==> src/include/axi_sram_defs.svh <==
//**************************************
// axi-lite sram build-time sizes
// bus widths, memory depth, read delay
//**************************************
`ifndef AXI_SRAM_DEFS_SVH
`define AXI_SRAM_DEFS_SVH

// byte address width on the bus
`define AXI_ADDR_W 32

// data width, fixed by the four-bit strobe
`define AXI_DATA_W 32

// log2 of the number of memory words
`define MEM_WORDS_LOG2 10

// cycles between req and done for a valid read, at least 2
`define READ_WAIT 7

`endif

==> src/verilog/axi_types_pkg.sv <==
//**************************************
// axi-lite bus-side types
// address, data, strobe, response codes
//**************************************
`include "axi_sram_defs.svh"

package axi_types_pkg;

	// byte address as seen on ar/aw
	typedef logic [`AXI_ADDR_W-1:0] addr_t;

	// one data word on r/w
	typedef logic [`AXI_DATA_W-1:0] data_t;

	// one enable per byte lane
	typedef logic [`AXI_DATA_W/8-1:0] strb_t;

	// r/b response code
	typedef logic [1:0] resp_t;

	// access done normally
	localparam resp_t RESP_OKAY = 2'b00;
	// slave error, address out of range
	localparam resp_t RESP_SLVERR = 2'b10;

endpackage

==> src/verilog/mem_rsp_if.sv <==
//**************************************
// completed access, exec to result
//**************************************
`timescale 1ns/1ps

interface mem_rsp_if
	import axi_types_pkg::*;
();

	// single-cycle completion strobe
	logic  done;
	// selects r channel over b channel
	logic  is_read;
	data_t rdata;
	resp_t resp;

	// execute side
	modport src (output done, is_read, rdata, resp);

	// result side
	modport snk (input done, is_read, rdata, resp);

endinterface

==> src/verilog/axi_resp_gen.sv <==
//**************************************
// r and b channel holding registers
// frees decode on the final handshake
//**************************************
`timescale 1ns/1ps

module axi_resp_gen
	import axi_types_pkg::*;
(
	input  logic   clk,
	input  logic   rstn,
	// master side readies
	input  logic   r_ready_i,
	input  logic   b_ready_i,
	mem_rsp_if.snk rsp,
	// read data channel
	output data_t  r_data_o,
	output resp_t  r_resp_o,
	output logic   r_valid_o,
	// write response channel
	output resp_t  b_resp_o,
	output logic   b_valid_o,
	// held response taken
	output logic   free_o
);

	logic r_load;
	logic b_load;
	logic r_take;
	logic b_take;

	// done routes to one channel only
	assign r_load = rsp.done && rsp.is_read;
	assign b_load = rsp.done && !rsp.is_read;

	// handshakes on the bus side
	assign r_take = r_valid_o && r_ready_i;
	assign b_take = b_valid_o && b_ready_i;

	// one transaction in flight, so one take at a time
	assign free_o = r_take || b_take;

	// valids held until the master takes them
	always_ff @(posedge clk) begin
		if (rstn) begin
			r_valid_o <= 1'b0;
			b_valid_o <= 1'b0;
		end else begin
			if (r_load) begin
				r_valid_o <= 1'b1;
			end else if (r_take) begin
				r_valid_o <= 1'b0;
			end
			if (b_load) begin
				b_valid_o <= 1'b1;
			end else if (b_take) begin
				b_valid_o <= 1'b0;
			end
		end
	end

	// payload only changes on done, stable under back-pressure
	always_ff @(posedge clk) begin
		if (r_load) begin
			r_data_o <= rsp.rdata;
			r_resp_o <= rsp.resp;
		end
		if (b_load) begin
			b_resp_o <= rsp.resp;
		end
	end

endmodule

==> src/flat_wrapper.sv <==
// flat-port wrapper written by rule: the top's interface ports become plain ports
module axi_resp_gen_flat import axi_types_pkg::*;
  (clk, rstn, r_ready_i, b_ready_i, r_data_o, r_resp_o, r_valid_o, b_resp_o, b_valid_o, free_o, rsp_done, rsp_is_read, rsp_rdata, rsp_resp);
  mem_rsp_if rsp_i ();
  input  logic clk;
  input  logic rstn;
  input  logic r_ready_i;
  input  logic b_ready_i;
  output data_t r_data_o;
  output resp_t r_resp_o;
  output logic r_valid_o;
  output resp_t b_resp_o;
  output logic b_valid_o;
  output logic free_o;
  input wire logic [$bits(rsp_i.done)-1:0] rsp_done;
  input wire logic [$bits(rsp_i.is_read)-1:0] rsp_is_read;
  input wire logic [$bits(rsp_i.rdata)-1:0] rsp_rdata;
  input wire logic [$bits(rsp_i.resp)-1:0] rsp_resp;
  assign rsp_i.done = rsp_done;
  assign rsp_i.is_read = rsp_is_read;
  assign rsp_i.rdata = rsp_rdata;
  assign rsp_i.resp = rsp_resp;
  axi_resp_gen u_core (.clk(clk), .rstn(rstn), .r_ready_i(r_ready_i), .b_ready_i(b_ready_i), .rsp(rsp_i), .r_data_o(r_data_o), .r_resp_o(r_resp_o), .r_valid_o(r_valid_o), .b_resp_o(b_resp_o), .b_valid_o(b_valid_o), .free_o(free_o));
endmodule
==> config.mk <==
export PLATFORM = sky130hd
export DESIGN_NAME = axi_resp_gen_flat
export DESIGN_NICKNAME = d
export VERILOG_FILES = /design/src/verilog/axi_types_pkg.sv /design/src/verilog/mem_rsp_if.sv /design/src/verilog/axi_resp_gen.sv /design/src/flat_wrapper.sv
export VERILOG_INCLUDE_DIRS = /design/src /design/src/include
export SDC_FILE = /design/constraint.sdc
export NUM_CORES = 1
export LEC_CHECK = 0
export ABC_AREA = 1
export BUFFER_PORTS_ARGS = -buffer_cell sky130_fd_sc_hd__buf_2
export CORE_MARGIN = 3
export CORE_UTILIZATION = 25
export DETAILED_ROUTE_END_ITERATION = 8
export SLEW_MARGIN = 20
export SYNTH_ARGS = -nofsm -noshare
export SYNTH_HDL_FRONTEND = slang
export SYNTH_SLANG_ARGS = --single-unit
export TNS_END_PERCENT = 5
==> constraint.sdc <==
create_clock -name clk -period 1.6 [get_ports clk]
set_input_delay 0.24 -clock clk [delete_from_list [all_inputs] [get_ports clk]]
set_output_delay 0.24 -clock clk [all_outputs]
set_load 0.005 [all_outputs]
==> out/metrics.sh <==
RUN_STATUS='finished, final reports clean'
ADDER_CELL_AREA_SHARE_OF_THE_YOSYS_NETLIST_PCT=0
HOLDCRITPATHCLASS='input pin to flip-flop'
FF2FF_PATH_DEPTH=2
ANTENNA_FOUND_INITIAL=0
CELLINTERNALPOWER_mW=1.859
CRITPATHKIND='flip-flop to output pin'
P_COMB_SHARE_PCT=6.7
DP.CELLS=183
CTS-HTREE-LEVELS=2
FF2FF_SETUP_SLACK_NS=0.98
POST-DP-HPWL_MICRONS=1894
R2R-END='u_core.b_valid_o$_SDFFE_PP0P_'
SYNTH.FF_LATCH_COUNT=38
FINAL_CELL_AREA_SQ_UM=1792
CTS-RESIZED-GATES=0
INSERTION_DELAY_NS=0.28
LAYOUT.NETS=178
FINALCRITICALPERIOD_NS=1.108
UNREPAIRED_SETUP_ENDPOINTS_AFTER_GLOBAL_ROUTING='false'
PWR-SHARE-CLK_PCT=41.1
ROUTE.LAYER.MET1.WL_MICRONS=845
SETUP_VIOLATIONS=0
SYNTHXORXNORAREAFRAC_PCT=0
WORST_CLOCK_SKEW_NS=0
WORST-ENDPOINT-ARRIVAL_NS=0.87
GRT.TOTAL_USAGE_PCT=8.746
CRIT_END='free_o'
MAX_FREQ_MHz=902.5
LAYOUT_COMMON_CELLS='sky130_fd_sc_hd__buf_2 (78), sky130_fd_sc_hd__edfxtp_1 (36), sky130_fd_sc_hd__nand2_1 (7), sky130_fd_sc_hd__inv_1 (5), sky130_fd_sc_hd__clkbuf_8 (5)'
AREA.GROWTH.SYNTH_TO_FINAL_PCT=51.37
FILLERS=407
WORST_IR_DROP_VDD_mV=0.4937
FINALHOLDVIOLCOUNT=0
SYNTH_SIMPLE_GATE_AREA_SHARE_PCT=2.220
DIEHEIGHT_MICRONS=74.81
YOSYS-MUX-AREA-FRACTION_PCT=0
CRITICAL_PATH.MAX_FANOUT=3
CRITICAL_PATH.ENDPOINT_TYPE='output pin'
SYNTH_AREA_LEADER_CELL='sky130_fd_sc_hd__edfxtp_1'
TOTAL_DIE_AREA_SQ_UM=5596
UNIQUE_CELL_TYPE_COUNT_IN_THE_YOSYS_NETLIST=5
ROUTED-WL-MET2_MICRONS=1180
SEQUENTIALPOWERSHARE_PCT=52.2
LONGEST_CLK_PATH_BUFS=2
GRT_PASS1_VIAS=806
GRT_MAX_DEGREE=35
FLOORPLAN.CORE_AREA_SQ_UM=4474
ROUTE.ANTENNA.REMAINING_NETS=0
POST-ROUTE-UTIL_PCT=40.04
FLOORPLAN.DIE.WIDTH_MICRONS=74.81
CELLLEAKAGEPOWER_nW=0.7883
GRT_PASS1_WL_MICRONS=3408
POST_DRT_WL_PER_CELL_MICRONS=12.48
VIAS=761
MET3WIRELENGTH_MICRONS=304
LAYOUT_COMMONEST_CELL='sky130_fd_sc_hd__buf_2'
POSTSYNTHAREAPERCELL_SQ_UM=22.76
POWER.SHARE.SWITCHING_PCT=17.51
POST_ROUTE_CELLS_DRIVE_ABOVE_1_SHARE_PCT=63.31
SYN-CELL-AREA_SQ_UM=1184
TIGHTESTPINTRANSITION_NS=0.1802
ROW_COUNT=24
SEQUENTIAL_TO_TOTAL_AREA_SHARE_FROM_YOSYS_STAT_PCT=94.71
CELL_TYPES_OCCUPYING_THE_MOST_AREA_AFTER_SYNTHESIS='sky130_fd_sc_hd__edfxtp_1 (91%), sky130_fd_sc_hd__dfxtp_1 (3.4%), sky130_fd_sc_hd__nand2_1 (2.2%)'
DETAILEDROUTE.FIRSTPASSITERATIONCOUNT=4
CTS_SETUP_BUFFERS=0
SYNTH_TOP_FAMILY_BY_AREA='simple AND/OR/NAND/NOR gates'
PATH_CLK_SLEW_NS=0.07
HOLD_SLACK_NS=0.1308
FINALWEIGHTEDCONGESTION=0.7147
YOSYS_WARNINGS=0
NUMPORTBUFFERS=78
REQUIRED_ARRIVAL_TIME_AT_THE_WORST_ENDPOINT_NS=1.36
MAXCAPVIOLATIONS=0
NUMCLOCKSINKS=38
CTS_BUFFERS=5
ANTENNA_CELLS=0
POST_SYNTH_INST_COUNT=52
DRV_SLEW=0
INITIAL_UTILIZATION_PCT=26.45
POWER_SWITCHING_uW=394.6
RESIDUAL_OVERFLOW_FROM_GLOBAL_ROUTING=0
TIMING.FINAL.CRIT_SHARE_PCT=69.25
RELSLEWSLACK_PCT=87.99
ROUTED_WIRELENGTH_MICRONS=2383
CTS.HOLD.BUFFERS_ADDED=0
FINISH.CELL_COUNT_WITHOUT_FILLERS=191
TRITONCTS='yes'
POST-SYNTH-TOP-AREA-FRACTION_PCT=91.33
SYNTHESIZED_NET_COUNT=92
SYNTH_COMPOUND_AREA_SHARE_PCT=1.480
CP-START-KIND='flip-flop'
CTSROOTBUFFERMASTER='sky130_fd_sc_hd__clkbuf_8'
PIN_COUNT=79
CRITICAL_PATH.REG2REG.STARTPOINT='u_core.b_valid_o$_SDFFE_PP0P_'
DRT_ITER0_DRC=30
WORST_SETUP_PATH_START='u_core.b_valid_o$_SDFFE_PP0P_'
POST_DP_CELL_AREA_SQ_UM=1659
P_PER_AREA_nW_PER_UM2=1258
FIN_TNS_SETUP_NS=0
ROUTED_VIA_DENSITY=3.984
ROUTE.DETAILED.DRC=0
ROUTED.TOP_LAYER='met4'
## flip-flops by register name (all words and copies together), names as in the netlist
signal            flops
u_core.r_data_o      32
u_core.r_resp_o       2
u_core.r_valid_o      1
u_core.b_resp_o       2
u_core.b_valid_o      1
## how the worst min path moves through the flow
stage	from	endpoint	slack, ns	depth (start not counted)
CTS	rsp_rdata[0]	u_core.r_data_o[0]$_DFFE_PP_	0.12	1
global route	rsp_rdata[8]	u_core.r_data_o[8]$_DFFE_PP_	0.11	1
detailed placement	rsp_rdata[16]	u_core.r_data_o[16]$_DFFE_PP_	0.42	1
finish	rsp_rdata[0]	u_core.r_data_o[0]$_DFFE_PP_	0.13	1
global placement	rsp_rdata[17]	u_core.r_data_o[17]$_DFFE_PP_	0.42	1
floorplan	rstn	u_core.b_valid_o$_SDFFE_PP0P_	0.30	1
## power groups by stage
stage          Sequential, mW  Combinational, mW  Clock [mW]
2_1_floorplan            1.21             0.0206           0
3_3_place_gp             1.20              0.151           0
3_5_place_dp             1.20              0.156           0
4_1_cts                  1.18              0.156       0.955
5_1_grt                  1.18              0.172       0.999
6_report                 1.18              0.151       0.927
## synth_stat cells, drive strengths merged
cell type / n
nand2: 7
dfxtp: 2
edfxtp: 36
a21oi: 2
inv: 5
## worst max-delay path, stage by stage, from the launching register on
cell	delay, ns
sky130_fd_sc_hd__dfxtp_1	0.35
sky130_fd_sc_hd__nand2_1	0.07
sky130_fd_sc_hd__nand2_1	0.07
sky130_fd_sc_hd__buf_2	0.10
## metal layers
metal	global-route usage, %	vias to the layer above
li1	-	361
met1	8.048	335
met2	15.22	59
met3	4.139	6
met4	5.929	0
met5	0	-
## through the flow
stage	worst slack, ns	power, mW
5_1_grt	0.3935	2.353
6_report	0.4919	2.253
4_1_cts	0.4715	2.288
2_1_floorplan	0.2234	1.230
3_5_place_dp	0.5579	1.355
3_3_place_gp	0.5783	1.347
## layout make-up
| cell class | count | area [sq um] | share of cell area (%) |
|---|---|---|---|
| clock buffers | 5 | 68.82 | 3.841 |
| clock inverters | 3 | 63.81 | 3.561 |
| inverters | 5 | 18.77 | 1.047 |
| multi-input cells | 9 | 43.79 | 2.444 |
| flip-flops and latches | 38 | 1121 | 62.57 |
| well taps | 52 | 65.06 | 3.631 |
| repair buffers | 79 | 410.4 | 22.91 |
## cells by family (layout without fill, tap and decap cells)
group                  count (synthesis)  in the layout
flip-flops                            38             38
buffers and inverters                  5             92
AO/OA/AOI/OAI                          2              2
AND/OR/NAND/NOR                        7              7
(Power assumes the default switching activity.)
