**src/include/axi_sram_defs.svh**
```systemverilog
//**************************************
// axi-lite sram build-time sizes
// bus widths, memory depth, read delay
//**************************************
`ifndef AXI_SRAM_DEFS_SVH
`define AXI_SRAM_DEFS_SVH

// byte address width on the bus
`define AXI_ADDR_W 32

// data width, fixed by the four-bit strobe
`define AXI_DATA_W 32

// log2 of the number of memory words
`define MEM_WORDS_LOG2 10

// cycles between req and done for a valid read, at least 2
`define READ_WAIT 7

`endif

```
**src/verilog/axi_types_pkg.sv**
```systemverilog
//**************************************
// axi-lite bus-side types
// address, data, strobe, response codes
//**************************************
`include "axi_sram_defs.svh"

package axi_types_pkg;

	// byte address as seen on ar/aw
	typedef logic [`AXI_ADDR_W-1:0] addr_t;

	// one data word on r/w
	typedef logic [`AXI_DATA_W-1:0] data_t;

	// one enable per byte lane
	typedef logic [`AXI_DATA_W/8-1:0] strb_t;

	// r/b response code
	typedef logic [1:0] resp_t;

	// access done normally
	localparam resp_t RESP_OKAY = 2'b00;
	// slave error, address out of range
	localparam resp_t RESP_SLVERR = 2'b10;

endpackage

```
**src/verilog/sram_ctrl_pkg.sv**
```systemverilog
//**************************************
// sram controller-side types
// decode fsm states and word index
//**************************************
`include "axi_sram_defs.svh"

package sram_ctrl_pkg;

	// index of one word in the array
	typedef logic [`MEM_WORDS_LOG2-1:0] word_idx_t;

	// decode fsm
	// idle: readies up, waiting for ar or aw+w
	// issue: one-cycle req towards execute
	// busy: waiting for result to hand back free
	typedef enum logic [1:0] {
		DEC_IDLE,
		DEC_ISSUE,
		DEC_BUSY
	} dec_state_e;

endpackage

```
**src/verilog/mem_req_if.sv**
```systemverilog
//**************************************
// checked memory request, decode to exec
//**************************************
`timescale 1ns/1ps

interface mem_req_if
	import axi_types_pkg::*;
	import sram_ctrl_pkg::*;
();

	// single-cycle request strobe
	logic      req;
	// 1 for write, 0 for read
	logic      we;
	// address above the array, no access
	logic      err;
	word_idx_t idx;
	data_t     wdata;
	strb_t     strb;

	// decode side
	modport src (output req, we, err, idx, wdata, strb);

	// execute side
	modport snk (input req, we, err, idx, wdata, strb);

endinterface

```
**src/verilog/axi_req_decode.sv**
```systemverilog
//**************************************
// axi-lite request decoder
// read-first arbitration, range check
//**************************************
`timescale 1ns/1ps
`include "axi_sram_defs.svh"

module axi_req_decode
	import axi_types_pkg::*;
	import sram_ctrl_pkg::*;
(
	input  logic      clk,
	input  logic      rstn,
	// read address channel
	input  addr_t     ar_addr_i,
	input  logic      ar_valid_i,
	output logic      ar_ready_o,
	// write address channel
	input  addr_t     aw_addr_i,
	input  logic      aw_valid_i,
	output logic      aw_ready_o,
	// write data channel
	input  data_t     w_data_i,
	input  strb_t     w_strb_i,
	input  logic      w_valid_i,
	output logic      w_ready_o,
	// response taken by the master
	input  logic      free_i,
	mem_req_if.src    req
);

	// word index sits above the byte offset
	localparam int IDX_LO = 2;
	localparam int IDX_HI = `MEM_WORDS_LOG2 + 1;

	dec_state_e state;
	dec_state_e state_nxt;
	// readies, registered so they stay low in reset
	logic       rdy_q;
	logic       rd_acc;
	logic       wr_acc;
	addr_t      acc_addr;
	// latched request payload
	logic       we_q;
	logic       err_q;
	word_idx_t  idx_q;
	data_t      wdata_q;
	strb_t      strb_q;

	// one ready level for all three channels
	assign ar_ready_o = rdy_q;
	assign aw_ready_o = rdy_q;
	assign w_ready_o  = rdy_q;

	// read wins when both are offered
	assign rd_acc = rdy_q && ar_valid_i;
	// write needs aw and w together
	assign wr_acc = rdy_q && !ar_valid_i && aw_valid_i && w_valid_i;

	// address of whichever request is accepted
	assign acc_addr = rd_acc ? ar_addr_i : aw_addr_i;

	always_comb begin
		state_nxt = state;
		case (state)
			DEC_IDLE: begin
				if (rd_acc || wr_acc) begin
					state_nxt = DEC_ISSUE;
				end
			end
			DEC_ISSUE: begin
				state_nxt = DEC_BUSY;
			end
			DEC_BUSY: begin
				// held response taken, open up again
				if (free_i) begin
					state_nxt = DEC_IDLE;
				end
			end
			default: begin
				state_nxt = DEC_IDLE;
			end
		endcase
	end

	always_ff @(posedge clk) begin
		if (rstn) begin
			state <= DEC_IDLE;
			rdy_q <= 1'b0;
		end else begin
			state <= state_nxt;
			rdy_q <= (state_nxt == DEC_IDLE);
		end
	end

	// capture on the accepting handshake
	always_ff @(posedge clk) begin
		if (rd_acc || wr_acc) begin
			we_q  <= wr_acc;
			// any bit above the word index is out of range
			err_q <= |acc_addr[`AXI_ADDR_W-1:IDX_HI+1];
			idx_q <= acc_addr[IDX_HI:IDX_LO];
		end
		if (wr_acc) begin
			wdata_q <= w_data_i;
			strb_q  <= w_strb_i;
		end
	end

	// req one cycle after acceptance
	assign req.req   = (state == DEC_ISSUE);
	assign req.we    = we_q;
	assign req.err   = err_q;
	assign req.idx   = idx_q;
	assign req.wdata = wdata_q;
	assign req.strb  = strb_q;

endmodule

```
**src/flat_wrapper.sv**
```systemverilog
// flat-port wrapper written by rule: the top's interface ports become plain ports
module axi_req_decode_flat import axi_types_pkg::*; import sram_ctrl_pkg::*;
  (clk, rstn, ar_addr_i, ar_valid_i, ar_ready_o, aw_addr_i, aw_valid_i, aw_ready_o, w_data_i, w_strb_i, w_valid_i, w_ready_o, free_i, req_req, req_we, req_err, req_idx, req_wdata, req_strb);
  mem_req_if req_i ();
  input  logic clk;
  input  logic rstn;
  input  addr_t ar_addr_i;
  input  logic ar_valid_i;
  output logic ar_ready_o;
  input  addr_t aw_addr_i;
  input  logic aw_valid_i;
  output logic aw_ready_o;
  input  data_t w_data_i;
  input  strb_t w_strb_i;
  input  logic w_valid_i;
  output logic w_ready_o;
  input  logic free_i;
  output wire logic [$bits(req_i.req)-1:0] req_req;
  output wire logic [$bits(req_i.we)-1:0] req_we;
  output wire logic [$bits(req_i.err)-1:0] req_err;
  output wire logic [$bits(req_i.idx)-1:0] req_idx;
  output wire logic [$bits(req_i.wdata)-1:0] req_wdata;
  output wire logic [$bits(req_i.strb)-1:0] req_strb;
  assign req_req = req_i.req;
  assign req_we = req_i.we;
  assign req_err = req_i.err;
  assign req_idx = req_i.idx;
  assign req_wdata = req_i.wdata;
  assign req_strb = req_i.strb;
  axi_req_decode u_core (.clk(clk), .rstn(rstn), .ar_addr_i(ar_addr_i), .ar_valid_i(ar_valid_i), .ar_ready_o(ar_ready_o), .aw_addr_i(aw_addr_i), .aw_valid_i(aw_valid_i), .aw_ready_o(aw_ready_o), .w_data_i(w_data_i), .w_strb_i(w_strb_i), .w_valid_i(w_valid_i), .w_ready_o(w_ready_o), .free_i(free_i), .req(req_i));
endmodule
```
**config.mk**
```make
export PLATFORM = sky130hd
export DESIGN_NAME = axi_req_decode_flat
export DESIGN_NICKNAME = d
export VERILOG_FILES = /design/src/verilog/axi_types_pkg.sv /design/src/verilog/sram_ctrl_pkg.sv /design/src/verilog/mem_req_if.sv /design/src/verilog/axi_req_decode.sv /design/src/flat_wrapper.sv
export VERILOG_INCLUDE_DIRS = /design/src /design/src/include
export SDC_FILE = /design/constraint.sdc
export NUM_CORES = 1
export LEC_CHECK = 0
export BUFFER_PORTS_ARGS = -buffer_cell sky130_fd_sc_hd__buf_2
export CORE_AREA = 8 8 83 85
export CTS_CLUSTER_SIZE = 14
export DETAILED_ROUTE_END_ITERATION = 16
export DIE_AREA = 0 0 91 93
export PLACE_DENSITY = 0.74
export SLEW_MARGIN = 15
export SYNTH_ARGS = -nofsm -noshare
export SYNTH_HDL_FRONTEND = slang
export SYNTH_SLANG_ARGS = --single-unit
```
**constraint.sdc**
```tcl
create_clock -name clk -period 1.7 [get_ports clk]
set_input_delay 0.34 -clock clk [delete_from_list [all_inputs] [get_ports clk]]
set_output_delay 0.34 -clock clk [all_outputs]
set_load 0.05 [all_outputs]
```
==> results.ini <==
[synth]
synth_mux_area_share_pct=6.211
ys_ff_latch=51
synth_top_family_by_area=simple AND/OR/NAND/NOR gates
synth_area_leaders=edfxtp_1, mux2_2, nor4_1
async_flop_share_pct=0
syn_avg_cell_area_um2=19.71
synth_edf_count=48
synth_xor_xnor_area_share_pct=0
synth_simple_gate_area_share_pct=7.177
ys_warn_count=0
synthTopCellsByCount=edfxtp_1, mux2_2, nor4_1, dfxtp_1, nor2_1
synthAdderAreaFrac_pct=0
synth_top_area_share_pct=79.50
syn_inst=92
synth.most_common_cell=edfxtp_1
syn-num-nets=198
synth.cell_area_um2=1813
synth_ff_type=edfxtp_1
synth_compound_area_share_pct=2.139
synth.yosys.seq_area_share_pct=82.82
synth_top_area_cell=edfxtp_1
synthDistinctLibCells=18

[flow_run]
max-cap-violations=0

[min_path]
worstHoldPathType=primary input to flip-flop
min_path_cells=1

[clock_tree]
cts_tree=done
cts_setup_buffers=0
clock_latency_ps=290
clkTransAtPathRegs_ps=90
cts_buffer_depth=2
cts_hold_buf=0
cts_resized=0
clockRootBuffer=clkbuf_8
cts.htree.levels=2
cts_inserted_buffers=5
cts.sinks=51

[power]
clockPowerShare_pct=26.7
powerDensity_nw_per_um2=899.9
power_frac_seq_pct=57.6
combPwrFrac_pct=15.7
switchingPower_w=0.0006394
vdd_drop_max_uv=369.9
swShare_pct=25.60
p_leak_nw=1.201
internal-power_w=0.001858

[worst_setup_path]
reg2reg_depth=3
worstPathRequired_ps=1360
r2r-end=u_core.req.wdata[23]
critical_path_arrival_ps=1180
path_class=flip-flop to primary output
worstSetupStartpoint=u_core.state[0]
crit_fanout=5
critPathLaunchType=flip-flop
rr_startpoint=u_core.ar_ready_o
regToRegSetupSlack_ps=340
cp-endpoint=req_req
critPathCaptureType=primary output

[die]
dieArea_um2=8463
die_x_um=91
dieHeight_um=93
io_pins=158
core-area_um2=5675
start_util_pct=31.94
std_cell_rows=28

[timing]
hold_violations=0
tns_ps=0
skew_ps=5.880
rsz0062_at_grt=false
slew_headroom_pct=75.83
post-route-min-period_ps=1516
fmax_mhz=659.7
slew_violations=0
setup_viol=0
period_share_pct=89.17
worst_pin_slew_ps=361.3

[route]
dr.pass1.iters=4
drtIter0Drc=29
drc=0
vias=1448
top_layer=met4
wire_per_inst_um=16.31
viasPerCell=4.415
wl_met3_um=858
ant_nets=0
routed_wl_um=5350
met2_wirelength_um=2461
wl_met1_um=1979

[final_layout]
nets=358
fin_cells=328
antennaDiodeCount=0
area_growth_pct=53.07
drive_gt1_share_pct=69.96
num-fill-cells=529

[global_route]
grt_start_max_net_pins=38
grt_pass1_wl_um=8162
antenna_found_initial=0
grtUsageTotal_pct=12.44
grt_overflow=0
grt_pass1_vias=1651

[place]
dpl.hpwl_um=4650
portBuffers=153
gp_congestion=0.7724
place_inst=320

[run_status]
status=complete, no violations

-- state kept, by name, indices dropped and copies added (netlist names) --
register / flops
u_core.req.wdata: 32
u_core.req.strb: 4
u_core.state: 2
u_core.req.err: 1
u_core.req.idx: 10
u_core.ar_ready_o: 1
u_core.req.we: 1
-- worst max-delay path: stages (launching register included) --
cell     delay (ps)
dfxtp_1         410
nor2b_1         180
buf_2           280
-- layout make-up --
| type | count | area, um^2 | area share, % |
|---|---|---|---|
| Tap cell | 75 | 93.84 | 3.381 |
| Clock buffer | 5 | 68.82 | 2.480 |
| Multi-Input combinational cell | 37 | 281.5 | 10.14 |
| Sequential cell | 51 | 1503 | 54.15 |
| Clock inverter | 3 | 20.02 | 0.7214 |
| Inverter | 1 | 7.507 | 0.2705 |
| Timing Repair Buffer | 156 | 800.8 | 28.85 |
-- worst min path at each step --
stage / endpoint / startpoint / slack [ps]
final: u_core.req.wdata[15] / w_data_i[15] / 220
after global routing: u_core.req.wdata[15] / w_data_i[15] / 190
after CTS: u_core.req.wdata[3] / w_data_i[3] / 210
after detailed placement: u_core.state[0] / u_core.state[0] / 500
after global placement: u_core.state[0] / u_core.state[1] / 490
after floorplan: u_core.ar_ready_o / rstn / 400
-- cells in the final DEF (no fill, tap or decap), types with 2 or more instances in the layout --
cell type,n
mux2_2,10
nand3_1,2
edfxtp_1,48
clkbuf_8,5
buf_2,153
clkinvlp_4,2
nor4_1,10
nor2_1,3
dfxtp_1,2
buf_4,2
nand4b_1,2
a21oi_1,2
nand4_1,2
-- layer usage --
layer | global-route usage [%] | vias to the layer above
li1 | - | 688
met2 | 20.44 | 125
met4 | 4.093 | 0
met1 | 12.25 | 631
met3 | 8.734 | 4
met5 | 0 | -
-- logic make-up after synthesis --
logic type / after synthesis
mux: 10
compound gates: 5
simple gates: 22
buf+inv: 4
flops: 51
-- per-stage QoR --
step                      hold WS (ps)  total power [W]  util, %  instance area [um^2]  setup WS (ps)
final                            216.1         0.002497    48.90                  2775          184.1
after global routing             189.0         0.002608    48.90                  2775          97.57
after CTS                        205.7         0.002535    48.90                  2775          171.0
after detailed placement         500.2         0.001866    47.33                  2686          198.3
after global placement           488.6         0.001859    47.33                  2686          206.7
after floorplan                  401.7         0.001696        -                  1818          62.01
-- power groups by stage --
| stage | Sequential [W] | Clock (W) | Combinational (W) |
|---|---|---|---|
| global route | 0.00144 | 0.000744 | 0.000421 |
| finish | 0.00144 | 0.000666 | 0.000393 |
| detailed placement | 0.00147 | 0 | 0.000398 |
| CTS | 0.00144 | 0.000697 | 0.000399 |
| floorplan | 0.00160 | 0 | 0.0000997 |
| global placement | 0.00147 | 0 | 0.000393 |
Note: power is estimated with default switching activity, not from simulation.
